## src/tracker_pkg.sv

```systemverilog
package tracker_pkg;

    typedef logic [11:0] coord_t;            // pixel coordinate or mapped position

    // color windows on the RGB565 fields
    localparam int RED_MIN_R  = 20;
    localparam int RED_MAX_G  = 20;
    localparam int RED_MAX_B  = 10;
    localparam int BLUE_MIN_B = 20;
    localparam int BLUE_MAX_R = 10;
    localparam int BLUE_MAX_G = 20;

    localparam int MIN_PIXELS = 4;           // fewer matches, centroid not trusted
    localparam int CAL_FRAMES = 3;           // frames before origin latch
    localparam coord_t POS_OFFSET = 12'd1800;
    localparam int SUM_W = 30;               // 640 * 480 * 640 fits
    localparam int CNT_W = 19;               // 640 * 480 fits

    typedef union packed {
        struct packed {
            logic [7:0] hi_byte;             // first byte on the bus
            logic [7:0] lo_byte;
        } bytes;
        struct packed {
            logic [4:0] r5;
            logic [5:0] g6;
            logic [4:0] b5;
        } rgb;
    } pixel_word_u;

    typedef struct packed {
        logic        valid;
        coord_t      x;
        coord_t      y;
        pixel_word_u word;
    } pixel_beat_t;

    typedef struct packed {
        logic   valid;
        coord_t x;
        coord_t y;
        logic   is_red;
        logic   is_blue;
    } class_beat_t;

    typedef struct packed {
        coord_t x;
        coord_t y;
    } point_t;

    typedef struct packed {
        point_t head;                        // red marker
        point_t hand;                        // blue marker
    } frame_result_t;

endpackage

```

## src/camera_capture.sv

```systemverilog
`timescale 1ns/1ps

module camera_capture (
    input wire clk_in,
    input wire rst_in,
    input wire [7:0] cam_data,
    input wire cam_pclk,
    input wire cam_vsync,
    input wire cam_href,
    output logic cam_xclk,
    output logic cam_reset,
    output tracker_pkg::pixel_beat_t pix,
    output logic frame_end
);
    import tracker_pkg::*;

    logic [2:0] pclk_sr;                     // two sync flops plus edge history
    logic [2:0] vsync_sr;
    logic [2:0] href_sr;
    logic [7:0] data_s1, data_s2;            // delayed to line up with pclk_sr[1]
    logic       phase;                       // high once the first byte is held
    coord_t     x_cnt, y_cnt;
    logic [4:0] rst_cnt;

    wire pclk_rise  = pclk_sr[1] & ~pclk_sr[2];
    wire vsync_rise = vsync_sr[1] & ~vsync_sr[2];
    wire href_fall  = ~href_sr[1] & href_sr[2];

    assign cam_reset = ~rst_cnt[4];          // released after 16 cycles

    always_ff @(posedge clk_in) begin
        data_s1 <= cam_data;
        data_s2 <= data_s1;
        pix.valid <= 1'b0;
        frame_end <= 1'b0;
        if (rst_in) begin
            pclk_sr  <= '0;
            vsync_sr <= '0;
            href_sr  <= '0;
            phase    <= 1'b0;
            x_cnt    <= '0;
            y_cnt    <= '0;
            rst_cnt  <= '0;
            cam_xclk <= 1'b0;
        end else begin
            pclk_sr  <= {pclk_sr[1:0], cam_pclk};
            vsync_sr <= {vsync_sr[1:0], cam_vsync};
            href_sr  <= {href_sr[1:0], cam_href};
            cam_xclk <= ~cam_xclk;           // clk_in / 2
            if (!rst_cnt[4]) rst_cnt <= rst_cnt + 5'd1;
            if (vsync_rise) begin
                x_cnt     <= '0;
                y_cnt     <= '0;
                phase     <= 1'b0;
                frame_end <= 1'b1;
            end else if (href_fall) begin    // line done
                x_cnt <= '0;
                y_cnt <= y_cnt + 12'd1;
                phase <= 1'b0;
            end else if (pclk_rise && href_sr[1]) begin
                if (!phase) begin
                    pix.word.bytes.hi_byte <= data_s2;
                    phase <= 1'b1;
                end else begin
                    pix.word.bytes.lo_byte <= data_s2;
                    pix.valid <= 1'b1;
                    pix.x     <= x_cnt;
                    pix.y     <= y_cnt;
                    x_cnt     <= x_cnt + 12'd1;
                    phase     <= 1'b0;
                end
            end
        end
    end

endmodule

```

## src/color_classifier.sv

```systemverilog
`timescale 1ns/1ps

module color_classifier (
    input wire clk_in,
    input wire rst_in,
    input tracker_pkg::pixel_beat_t pix,
    output tracker_pkg::class_beat_t cls
);
    import tracker_pkg::*;

    logic red_hit;
    logic blue_hit;

    // windows cannot overlap since red needs r high and blue needs r low
    always_comb begin
        red_hit  = (pix.word.rgb.r5 >= RED_MIN_R) &&
                   (pix.word.rgb.g6 <= RED_MAX_G) &&
                   (pix.word.rgb.b5 <= RED_MAX_B);
        blue_hit = (pix.word.rgb.b5 >= BLUE_MIN_B) &&
                   (pix.word.rgb.r5 <= BLUE_MAX_R) &&
                   (pix.word.rgb.g6 <= BLUE_MAX_G);
    end

    always_ff @(posedge clk_in) begin
        cls.x       <= pix.x;
        cls.y       <= pix.y;
        cls.is_red  <= red_hit;
        cls.is_blue <= blue_hit;
        if (rst_in) begin
            cls.valid <= 1'b0;
        end else begin
            cls.valid <= pix.valid;          // one stage behind capture
        end
    end

endmodule

```

## src/centroid_divider.sv

```systemverilog
`timescale 1ns/1ps

module centroid_divider (
    input wire clk_in,
    input wire rst_in,
    input wire start,
    input wire [tracker_pkg::SUM_W-1:0] dividend,
    input wire [tracker_pkg::CNT_W-1:0] divisor,
    output tracker_pkg::coord_t quotient,
    output logic done
);
    import tracker_pkg::*;

    localparam int QW = $bits(coord_t);

    logic [CNT_W-1:0] rem;                   // always below divisor between steps
    logic [QW-1:0]    lo_bits;               // dividend bits still to bring down
    logic [3:0]       bit_cnt;
    logic             busy;
    logic [CNT_W:0]   trial;
    logic [CNT_W:0]   diff;
    logic             ge;

    always_comb begin
        trial = {rem, lo_bits[QW-1]};
        diff  = trial - {1'b0, divisor};
        ge    = trial >= {1'b0, divisor};    // zero divisor gives all ones
    end

    always_ff @(posedge clk_in) begin
        done <= 1'b0;
        if (rst_in) begin
            busy    <= 1'b0;
            bit_cnt <= '0;
        end else if (start) begin
            busy    <= 1'b1;
            bit_cnt <= '0;
            rem     <= CNT_W'(dividend[SUM_W-1:QW]); // quotient assumed < 4096
            lo_bits <= dividend[QW-1:0];
        end else if (busy) begin
            rem      <= ge ? diff[CNT_W-1:0] : trial[CNT_W-1:0];
            lo_bits  <= lo_bits << 1;
            quotient <= {quotient[QW-2:0], ge};
            bit_cnt  <= bit_cnt + 4'd1;
            if (bit_cnt == 4'(QW - 1)) begin // last quotient bit
                busy <= 1'b0;
                done <= 1'b1;
            end
        end
    end

endmodule

```

## src/centroid_tracker.sv

```systemverilog
`timescale 1ns/1ps

module centroid_tracker (
    input wire clk_in,
    input wire rst_in,
    input tracker_pkg::class_beat_t cls,
    input wire frame_end,
    output tracker_pkg::frame_result_t result,
    output logic result_valid
);
    import tracker_pkg::*;

    logic [SUM_W-1:0] red_sx, red_sy, blue_sx, blue_sy;          // running sums
    logic [CNT_W-1:0] red_n, blue_n;
    logic [SUM_W-1:0] red_sx_h, red_sy_h, blue_sx_h, blue_sy_h;  // frame snapshot
    logic [CNT_W-1:0] red_n_h, blue_n_h;
    logic [1:0]       idx;                   // hx, hy, bx, by
    logic             start;
    logic             done;
    coord_t           quotient;
    coord_t           q_hx, q_hy, q_bx;
    logic [SUM_W-1:0] dividend;
    logic [CNT_W-1:0] divisor;
    logic             red_ok, blue_ok;

    always_comb begin
        case (idx)
            2'd0:    dividend = red_sx_h;
            2'd1:    dividend = red_sy_h;
            2'd2:    dividend = blue_sx_h;
            default: dividend = blue_sy_h;
        endcase
        divisor = idx[1] ? blue_n_h : red_n_h;
        red_ok  = red_n_h >= CNT_W'(MIN_PIXELS);
        blue_ok = blue_n_h >= CNT_W'(MIN_PIXELS);
    end

    centroid_divider u_div (
        .clk_in  (clk_in),
        .rst_in  (rst_in),
        .start   (start),
        .dividend(dividend),
        .divisor (divisor),
        .quotient(quotient),
        .done    (done)
    );

    always_ff @(posedge clk_in) begin
        if (frame_end) begin
            {red_sx_h, red_sy_h, red_n_h}    <= {red_sx, red_sy, red_n};
            {blue_sx_h, blue_sy_h, blue_n_h} <= {blue_sx, blue_sy, blue_n};
        end
        if (done) begin
            case (idx)
                2'd0:    q_hx <= quotient;
                2'd1:    q_hy <= quotient;
                2'd2:    q_bx <= quotient;
                default: ;                   // last one goes straight to result
            endcase
        end
    end

    always_ff @(posedge clk_in) begin
        start        <= 1'b0;
        result_valid <= 1'b0;
        if (rst_in) begin
            {red_sx, red_sy, red_n}    <= '0;
            {blue_sx, blue_sy, blue_n} <= '0;
            idx    <= '0;
            result <= '0;
        end else begin
            if (frame_end) begin             // snapshot taken, next frame starts clean
                {red_sx, red_sy, red_n}    <= '0;
                {blue_sx, blue_sy, blue_n} <= '0;
                idx   <= '0;
                start <= 1'b1;
            end else if (cls.valid && cls.is_red) begin
                red_sx <= red_sx + SUM_W'(cls.x);
                red_sy <= red_sy + SUM_W'(cls.y);
                red_n  <= red_n + CNT_W'(1);
            end else if (cls.valid && cls.is_blue) begin
                blue_sx <= blue_sx + SUM_W'(cls.x);
                blue_sy <= blue_sy + SUM_W'(cls.y);
                blue_n  <= blue_n + CNT_W'(1);
            end
            if (done) begin
                idx <= idx + 2'd1;
                if (idx != 2'd3) begin
                    start <= 1'b1;
                end else begin
                    if (red_ok) result.head <= {q_hx, q_hy};
                    if (blue_ok) result.hand <= {q_bx, quotient};
                    result_valid <= 1'b1;
                end
            end
        end
    end

endmodule

```

## src/origin_calibrator.sv

```systemverilog
`timescale 1ns/1ps

module origin_calibrator (
    input wire clk_in,
    input wire rst_in,
    input tracker_pkg::frame_result_t result,
    input wire result_valid,
    output tracker_pkg::point_t origin,
    output logic origin_locked
);
    import tracker_pkg::*;

    localparam int FC_W = $clog2(CAL_FRAMES + 1);

    logic [FC_W-1:0] frames;                 // finished frames seen so far

    // early frames let the camera exposure settle before the origin is taken
    always_ff @(posedge clk_in) begin
        if (rst_in) begin
            frames        <= '0;
            origin        <= '0;
            origin_locked <= 1'b0;
        end else if (result_valid && !origin_locked) begin
            frames <= frames + FC_W'(1);
            if (frames == FC_W'(CAL_FRAMES - 1)) begin
                origin        <= result.head;  // head of this frame
                origin_locked <= 1'b1;         // sticky until reset
            end
        end
    end

endmodule

```

## src/position_mapper.sv

```systemverilog
`timescale 1ns/1ps

module position_mapper (
    input tracker_pkg::frame_result_t result,
    input tracker_pkg::point_t origin,
    input wire rel_head,
    input wire rel_hand,
    output tracker_pkg::point_t head_pos,
    output tracker_pkg::point_t hand_pos
);
    import tracker_pkg::*;

    // offset space, optionally relative to the origin, wraps at 4096
    function automatic point_t map_point(input point_t p, input point_t org,
                                         input logic rel);
        point_t m;
        m.x = p.x + POS_OFFSET;
        m.y = p.y + POS_OFFSET;
        if (rel) begin
            m.x = m.x - org.x;
            m.y = m.y - org.y;
        end
        // consumer divides by x - offset
        if (m.x == POS_OFFSET) m.x = POS_OFFSET + 12'd1;
        return m;
    endfunction

    always_comb begin
        head_pos = map_point(result.head, origin, rel_head);
        hand_pos = map_point(result.hand, origin, rel_hand);
    end

endmodule

```

## src/camera_interface.sv

```systemverilog
`timescale 1ns/1ps

module camera_interface (
    input wire clk_in,
    input wire rst_in,
    input wire [7:0] cam_data,
    input wire cam_pclk,
    input wire cam_vsync,
    input wire cam_href,
    input wire rel_head,                     // head relative to origin
    input wire rel_hand,                     // hand relative to origin
    output logic cam_xclk,
    output logic cam_reset,
    output tracker_pkg::point_t head_pos,
    output tracker_pkg::point_t hand_pos,
    output logic result_valid,
    output logic origin_locked
);
    import tracker_pkg::*;

    pixel_beat_t   pix;
    class_beat_t   cls;
    logic          frame_end;
    frame_result_t result;
    point_t        origin;

    camera_capture u_capture (
        .clk_in(clk_in), .rst_in(rst_in),
        .cam_data(cam_data), .cam_pclk(cam_pclk),
        .cam_vsync(cam_vsync), .cam_href(cam_href),
        .cam_xclk(cam_xclk), .cam_reset(cam_reset),
        .pix(pix), .frame_end(frame_end)
    );

    color_classifier u_classifier (
        .clk_in(clk_in), .rst_in(rst_in), .pix(pix), .cls(cls)
    );

    centroid_tracker u_tracker (
        .clk_in(clk_in), .rst_in(rst_in), .cls(cls), .frame_end(frame_end),
        .result(result), .result_valid(result_valid)
    );

    origin_calibrator u_calibrator (
        .clk_in(clk_in), .rst_in(rst_in), .result(result),
        .result_valid(result_valid), .origin(origin), .origin_locked(origin_locked)
    );

    position_mapper u_mapper (
        .result(result), .origin(origin), .rel_head(rel_head), .rel_hand(rel_hand),
        .head_pos(head_pos), .hand_pos(hand_pos)
    );

endmodule

```

## config.mk

```make
export PLATFORM = sky130hd
export DESIGN_NAME = camera_interface
export DESIGN_NICKNAME = d
export VERILOG_FILES = /design/src/tracker_pkg.sv /design/src/camera_capture.sv /design/src/color_classifier.sv /design/src/centroid_divider.sv /design/src/centroid_tracker.sv /design/src/origin_calibrator.sv /design/src/position_mapper.sv /design/src/camera_interface.sv
export SDC_FILE = /design/constraint.sdc
export NUM_CORES = 1
export LEC_CHECK = 0
export BUFFER_PORTS_ARGS = -buffer_cell sky130_fd_sc_hd__buf_2
export CORE_MARGIN = 10
export CORE_UTILIZATION = 57
export DETAILED_ROUTE_END_ITERATION = 12
export PLACE_DENSITY = 0.8
export SYNTH_ARGS = -nofsm -noshare
export SYNTH_HDL_FRONTEND = slang
export SYNTH_SLANG_ARGS = --single-unit
export TNS_END_PERCENT = 1
```

## constraint.sdc

```tcl
create_clock -name clk_in -period 5.7 [get_ports clk_in]
set_input_delay 0.57 -clock clk_in [delete_from_list [all_inputs] [get_ports clk_in]]
set_output_delay 0.57 -clock clk_in [all_outputs]
set_load 0.02 [all_outputs]
```

After elaboration in Yosys (flattened, before gate mapping)
Index checks and enable logic that the tools add are counted.

word-level totals
  word-level logic and storage cells = 165
  flip-flop bits (word level) = 605
  bits of input ports = 15
  output and inout bits = 52

cells by class
  bitwise gates (word level) = 18
  reduce and logical (&&, ||, !) cells = 31
  muxes and demuxes = 25
  eq/ne operators = 7
  $add $sub $neg = 21
  order comparisons = 8

operator list
  cell                      number
  $add A30 B12 Y30          4
  $pmux W30 S3              1
  $mux W19                  3
  $add A12 B11 Y12 const B  4
  $mux W12                  4
  $mux W24                  2
  $sub A12 B12 Y12          4
  $add A19 B1 Y19 const B   2
  $ge A19 B3 Y1 const B     2
  $mux W25                  1
  $add A12 B1 Y12 const B   2
  $eq A12 B11 Y1 const B    2
  $ge A20 B19 Y1            1
  $sub A19 B19 Y19          1
  $mux W18                  1
  $not A1 Y1                15
  $reduce_and A2 Y1         7
  $ge A5 B5 Y1 const B      2
  $le A5 B4 Y1 const B      2
  $mux W1                   10
  $reduce_and A5 Y1         2
  $reduce_and A3 Y1         3
  $logic_and A1 B1 Y1       8
  $reduce_or A2 Y1          4
  other kinds (16)          23

Logic depth before layout (Yosys ltp)
Gate-level depths: netlist of run 1.

  word-level depth = 5
  depth in mapped cells = 15
  depth with buffers taken out = 12

Cells and area by module
Synthesis of run 1 repeated with hierarchy kept, for this count alone.

second synthesis, totals
  cells, all modules = 2749
  area, all modules = 28738.8 um^2

by module, submodules not included
  module             seq. area each (um^2)  area an instance (um^2)  cells an instance  times used
  centroid_tracker   10029.6                17658.2                  1601               1
  camera_capture     2362.3                 3234.4                   233                1
  centroid_divider   1411.4                 3183.1                   309                1
  position_mapper    0.0                    3021.6                   450                1
  origin_calibrator  540.5                  1019.7                   118                1
  color_classifier   540.5                  621.8                    38                 1

Worst setup path after synthesis of run 1
OpenSTA, ideal clock, no wires.

  kind = register to register
  start point = register u_capture.frame_end
  end point = register u_tracker.red_sx[24]
  data required time = 5.572 ns
  arrival time = 5.260 ns
  cell stages (with the launch flop) = 6
  path buffers = 3
  period minus slack after synthesis = 5.387 ns
  setup slack = 0.313 ns
  library setup time = 0.128 ns
  path through = dfxtp_1 or2_2 clkbuf_1 clkbuf_1 buf_1 nor2_1

between the ends
  longest elaborated chain between the ends = 1

RTL lines
  item                        RTL line                source
  start, declared             camera_capture.sv:13    output logic frame_end
  start signal, assigned      camera_capture.sv:35    frame_end <= 1'b0;
  start signal, assigned      camera_capture.sv:55    frame_end <= 1'b1;
  $reduce_or A2 Y1 (no line)  -
  end signal, assigned        centroid_tracker.sv:78  red_sx <= red_sx + SUM_W'(cls.x);
  end, declared               centroid_tracker.sv:13  logic [SUM_W-1:0] red_sx, red_sy, blue_sx, blue_sy;

Every way passes these cells.
A chain may end at the register's enable or synchronous reset.

==> results of run 1 <==
final timing paths:
| check | to | from |
|---|---|---|
| worst max register to register | u_tracker.u_div.rem[5] | u_tracker.idx[1] |
| worst min-delay path | u_capture.data_s1[2] | cam_data[2] |
| worst max-delay path | hand_pos[12] | u_tracker.result[15] |
| worst min register to register | u_capture.data_s2[3] | u_capture.data_s1[3] |
through the flow:
step                      instances  hold slack (ps)  utilization [%]  instance area, um2
after floorplan                2621              310                -               27800
after global placement         3225              313             59.8               28700
after detailed placement       3225              315             59.8               28700
after CTS                      3335             8.24             64.0               30700
after global routing           3335             28.3             64.0               30700
final                          3335             49.5             64.0               30700
final cells by class:
type,count,area share [%]
tap,615,2.51
inverter,83,1.02
clock buffer,83,5.57
timing repair buffer,87,1.64
clock inverter,27,0.983
multi-input combinational,1835,39.8
sequential,605,48.5
layout by cell type (no fill, tap or decap), types with 14 or more instances in the layout:
cell / n
xor2_1: 103
a21oi_1: 175
or3_1: 34
o21a_1: 24
a211oi_1: 17
mux2i_1: 99
a222oi_1: 30
nand2b_1: 19
and2_1: 14
and3_1: 28
edfxtp_1: 277
xnor2_1: 103
ha_1: 126
nor2b_1: 34
nor4_1: 14
nand4_1: 27
clkbuf_16: 61
nor2_1: 285
dfxtp_1: 326
nand2_1: 246
inv_1: 82
buf_4: 21
nor3_1: 54
mux2_2: 20
a21o_1: 28
nand3_1: 68
buf_2: 65
o21ai_0: 95
critical path, cell delays in order (launching register included):
cell and delay (ps):
dfxtp_1 350, ha_1 340, ha_1 400, o21ai_1 140
o21ai_0 240, and3_1 210, o21ai_0 90, o21a_1 170
or4b_1 530, a2111o_1 360, o31ai_1 220, buf_2 210
power breakdown:
part / total (mW) / switching [mW] / leakage, nW / internal [mW]
combinational: 0.178 / 0.123 / 5.39 / 0.0544
sequential: 4.56 / 0.0206 / 5.21 / 4.54
clock: 3.97 / 1.65 / 0.993 / 2.32
total: 8.71 / 1.79 / 11.6 / 6.92
cells by family (layout without fill, tap and decap cells):
family / Yosys count / in the layout / synth area share, %
AOI/OAI and AO/OA: 480 / 480 / 11.3
buffers and inverters: 181 / 280 / 2.58
xor gates and xnor gates: 208 / 208 / 6.66
DFF: 605 / 605 / 53.6
adders and majority gates: 135 / 135 / 6.32
muxes: 119 / 119 / 4.38
and+or+nand+nor: 893 / 893 / 15.2
routing by layer:
layer,global-route usage (%),up-vias
met1,24.1,9610
li1,-,9541
met4,9.05,0
met3,2.74,148
met5,0,-
met2,39.0,552
==> flow_metrics.env, run 1 <==
export IMPL_dieArea_mm2=0.0580
export IMPL_holdCritPathClass="in2reg"
export IMPL_row_count=80
export IMPL_postSynthAreaPerCell_um2=10.6
export IMPL_report_final_slew_viol_count=0
export IMPL_crit_arrival_ps=3860
export IMPL_io_buffers=66
export IMPL_synth_top_cell_by_area="edfxtp_1"
export IMPL_rsz0062_at_grt="no"
export IMPL_synthToLayoutAreaGrowth_pct=10.4
export IMPL_syn_inst=2621
export IMPL_hold_buffers=0
export IMPL_grt_pass1_wl_um=100000
export IMPL_antenna_found_initial=0
export IMPL_antenna_left=0
export IMPL_power_density_mw_per_mm2=284
export IMPL_grt_pass1_vias=20239
export IMPL_hold_viol_final=0
export IMPL_ys_seq_area_share_pct=53.6
export IMPL_synth_most_common_cell="dfxtp_1"
export IMPL_clock_sinks=605
export IMPL_hold_depth=1
export IMPL_dp_hpwl_um=44000
export IMPL_max_freq_mhz=226
export IMPL_power_static_leakage_nw=11.6
export IMPL_first_pass_iters=6
export IMPL_clock_latency_ps=620
export IMPL_synthTopCellsByCount="328 x dfxtp_1, 287 x nor2_1, 277 x edfxtp_1, 246 x nand2_1, 175 x a21oi_1"
export IMPL_track_usage_pct=21.1
export IMPL_nFillCells=3614
export IMPL_dp_slack_ps=1580
export IMPL_start_util_pct=58.0
export IMPL_tightest_slew_ps=1130
export IMPL_htreeDepth=2
export IMPL_grt_ovfl_total=0
export IMPL_drc_errors=0
export IMPL_cts_tree="built"
export IMPL_slew_headroom_pct=24.2
export IMPL_avgRoutedWirePerCell_um=18.5
export IMPL_required_ps=5130
export IMPL_n_antenna_cell=0
export IMPL_synth_cell_types=80
export IMPL_numCtsBuffers=58
export IMPL_yosys_warnings=0
export IMPL_die_h_um=241
export IMPL_synth_seq_cells=605
export IMPL_viasPerCell=5.95
export IMPL_core_mm2=0.0479
export IMPL_startpoint_type="register"
export IMPL_yosysTopAreaCellShare_pct=29.9
export IMPL_async_reset_ff_share_pct=0
export IMPL_cap_violations=0
export IMPL_grt_start_max_net_pins=68
export IMPL_wl_met1_um=25000
export IMPL_fin_crit_sh_pct=77.7
export IMPL_reg2reg_slack_ps=1520
export IMPL_multi_input_area_mm2=0.0122
export IMPL_nets=2820
export IMPL_yosys_top_cells_area="edfxtp_1 30%, dfxtp_1 24%, ha_1 5.7%, nor2_1 3.9%, mux2i_1 3.6%"
export IMPL_cts_root_buffer="clkbuf_16"
export IMPL_outcome="completed"
export IMPL_cts_resized_gates=0
export IMPL_ir_worst_vdd_v=0.000277
export IMPL_worst_setup_path_end_kind="output pin"
export IMPL_path_class="reg2out"
export IMPL_wl_met3_um=2810
export IMPL_die_x_um=241
export IMPL_crit_fanout=6
export IMPL_num_vias=19851
export IMPL_p_total_mw=8.71
export IMPL_path_clk_slew_ps=60
export IMPL_area_sequential_mm2=0.0149
export IMPL_largest_register_ffs=48
export IMPL_setup_violations=0
export IMPL_synthFlopType="dfxtp_1"
export IMPL_gp_congestion=0.916
export IMPL_top_register="u_tracker.result"
export IMPL_drt_initial_drc_count=1266
export IMPL_setup_tns_ps=0
export IMPL_syn_num_nets=2771
export IMPL_r2r_cells=12
export IMPL_period_minus_slack_ps=4430
export IMPL_synth_edf_count=277
export IMPL_io_pins=67
export IMPL_reg_largest_list="u_tracker.result (48), u_capture.pix (41)"
export IMPL_topRoutingLayerUsed="met4"
export IMPL_finalClockSkew_ps=26.4
export IMPL_synth_cell_area_mm2=0.0278
export IMPL_routed_wl_um=61700
export IMPL_dr_wl_met2_um=31800
export IMPL_drive_above_1_share_pct=8.90
export IMPL_finalWorstSetupSlack_ps=1270
export IMPL_cts_buffer_depth=3
export IMPL_postCtsSetupRepairBufs=0
Note: power is estimated with default switching activity, not from simulation.
==> run 2, diff against run 1 <==
ABC_AREA = 1   (was default)
CORE_UTILIZATION = 63   (was 57)
PLACE_DENSITY = 0.83   (was 0.8)
clock period = 4.2 ns   (was 5.7 ns; I/O delays follow)
==> flow_metrics.env, run 2 <==
export IMPL_final_cell_mix="666 x nand2_1, 413 x inv_1, 327 x dfxtp_1"
export IMPL_viasPerCell=5.76
export IMPL_syn_inst=3436
export IMPL_hold_viol_final=0
export IMPL_finish_utilization_pct=70.6
export IMPL_dp_slack_ps=875
export IMPL_cts_resized_gates=0
export IMPL_cts_root_buffer="clkbuf_16"
export IMPL_grt_pass1_vias=22916
export IMPL_synth_top_cell_by_area="edfxtp_1"
export IMPL_core_mm2=0.0457
export IMPL_setup_violations=0
export IMPL_synth_seq_cells=605
export IMPL_gp_congestion=0.965
export IMPL_synth_most_common_cell="nand2_1"
export IMPL_startpoint_type="register"
export IMPL_postCtsSetupRepairBufs=0
export IMPL_drive_above_1_share_pct=7.06
export IMPL_antenna_left=0
export IMPL_slew_headroom_pct=25.9
export IMPL_design_area_mm2=0.0322
export IMPL_tightest_slew_ps=1100
export IMPL_async_reset_ff_share_pct=0
export IMPL_crit_arrival_ps=3240
export IMPL_yosysTopAreaCellShare_pct=28.4
export IMPL_synth_cell_types=61
export IMPL_n_antenna_cell=0
export IMPL_synth_cell_area_mm2=0.0293
export IMPL_antenna_found_initial=0
export IMPL_drt_initial_drc_count=2400
export IMPL_p_sw_mw=2.43
export IMPL_clkPwrFrac_pct=44.7
export IMPL_setup_tns_ps=0
export IMPL_period_minus_slack_ps=3660
export IMPL_track_usage_pct=25.0
export IMPL_drc_errors=0
export IMPL_routed_wl_um=71800
export IMPL_report_final_slew_viol_count=0
export IMPL_cp_slowest_cell="dfxtp_1"
export IMPL_critical_path_top_delay_family="simple AND/OR/NAND/NOR gates"
export IMPL_postSynthAreaPerCell_um2=8.52
export IMPL_grt_start_max_net_pins=77
export IMPL_path_clk_slew_ps=60
export IMPL_clock_sinks=605
export IMPL_synth_edf_count=277
export IMPL_num_vias=23948
export IMPL_mostFrequentLayoutCell="nand2_1"
export IMPL_yosys_top_cells_area="edfxtp_1 28%, dfxtp_1 22%, nand2_1 8.5%, ha_1 5.4%, inv_1 5.3%"
export IMPL_die_h_um=236
export IMPL_hold_buffers=11
export IMPL_nets=3658
export IMPL_worst_setup_path_end_kind="output pin"
export IMPL_yosys_warnings=0
export IMPL_rsz0062_at_grt="no"
export IMPL_first_pass_iters=7
export IMPL_p_total_mw=11.7
export IMPL_p_int_mw=9.27
export IMPL_finalClockSkew_ps=28.1
export IMPL_avgRoutedWirePerCell_um=17.3
export IMPL_fin_crit_sh_pct=87.2
export IMPL_io_buffers=66
export IMPL_synthToLayoutAreaGrowth_pct=10.1
export IMPL_top_register="u_tracker.result"
export IMPL_holdCritPathClass="in2reg"
export IMPL_max_freq_mhz=273
export IMPL_grt_pass1_wl_um=116000
export IMPL_synthTopCellsByCount="666 x nand2_1, 413 x inv_1, 328 x dfxtp_1, 299 x nor2_1, 297 x a21oi_1"
export IMPL_dp_hpwl_um=51900
export IMPL_reg_largest_list="u_tracker.result (48), u_capture.pix (41)"
export IMPL_syn_num_nets=3586
export IMPL_outcome="completed"
export IMPL_crit_fanout=5
export IMPL_crit_buf_inv=2
export IMPL_power_static_leakage_nw=13.1
export IMPL_power_density_mw_per_mm2=363
export IMPL_final_cells=4156
export IMPL_max_stage_delay_ps=400
export IMPL_ir_worst_vdd_v=0.000428
export IMPL_finalWorstSetupSlack_ps=539
export IMPL_clock_latency_ps=630
export IMPL_p_seq_share_pct=52.9
export IMPL_grt_ovfl_total=0
export IMPL_ys_seq_area_share_pct=50.8
export IMPL_p_comb_share_pct=2.4
export IMPL_cts_buffer_depth=3
export IMPL_dieArea_mm2=0.0555
export IMPL_largest_register_ffs=48
export IMPL_cap_violations=0
export IMPL_cts_tree="built"
export IMPL_place_area_mm2=0.0302
export IMPL_path_class="reg2out"
export IMPL_holdWs_ps=130
export IMPL_placed_cells=4038
export IMPL_power_share_switching_pct=20.8
export IMPL_path_cells="ha_1, nand4_1, nand2_1, nor2_1, nor2_1, inv_1, ha_1, a21oi_1, a21boi_0, nand3_1, nand3_1, nand2_1, nor2_1, nand3_1, nand2_1, buf_2"
export IMPL_row_count=78
export IMPL_numCtsBuffers=57
export IMPL_htreeDepth=2
export IMPL_die_x_um=236
export IMPL_start_util_pct=64.1
export IMPL_required_ps=3780
export IMPL_synthFlopType="dfxtp_1"
export IMPL_io_pins=67
==> run 2: cell types whose count changed in the layout (fill, tap and decap cells not counted), sizes merged, moves of 91 or more <==
cell and change:
nand2 +427, inv +341, o21ai +217, nand3 +127, a21oi +124, mux2i -91
==> run 2: worst paths after layout <==
| check | start | endpoint | slack [ps] | cells past startpoint |
|---|---|---|---|---|
| min reg2reg | u_capture.data_s1[0] | u_capture.data_s2[0] | 320 | 0 |
| min | rst_in | u_capture.y_cnt[2] | 130 | 4 |
| max reg2reg | u_tracker.idx[1] | u_tracker.u_div.rem[10] | 850 | 15 |
| max | u_tracker.result[39] | head_pos[12] | 540 | 16 |
==> run 2: cell type report <==
| type | count | area (um2) |
|---|---|---|
| Multi-Input combinational cell | 2314 | 12400 |
| Tap cell | 600 | 751 |
| Sequential cell | 605 | 14900 |
| Clock inverter | 22 | 234 |
| Clock buffer | 85 | 1690 |
| Timing Repair Buffer | 104 | 643 |
| Inverter | 426 | 1600 |
| Fill cell | 3472 | 13400 |
==> run 2: logic make-up (layout without fill, tap and decap cells) <==
group / Yosys count / after routing / share of synthesized area, %
xor+xnor: 81 / 81 / 2.42
mux: 8 / 8 / 0.273
buf+inv: 517 / 637 / 6.75
simple gates: 1350 / 1350 / 20.0
fa+ha+maj: 135 / 135 / 6.00
compound gates: 740 / 740 / 13.8
flops: 605 / 605 / 50.8
==> run 2: worst min-delay path: stages <==
cell and delay (ps):
buf_2 110, nor2_2 80, nand2_1 70, a21oi_1 30
==> run 2: power groups by stage <==
stage	clock (mW)	sequential [mW]	combinational, mW
finish	5.23	6.19	0.280
global route	5.51	6.19	0.311
CTS	5.28	6.19	0.278
detailed placement	0	6.32	0.268
global placement	0	6.31	0.261
floorplan	0	6.32	0.179
==> run 2: per-layer routing <==
metal	up-vias	share of wire, %	track usage, %
met2	847	48	42.6
met3	176	5.8	2.82
met5	-	0	0
met4	0	3.7	10.1
li1	11710	-	-
met1	11215	42	31.8
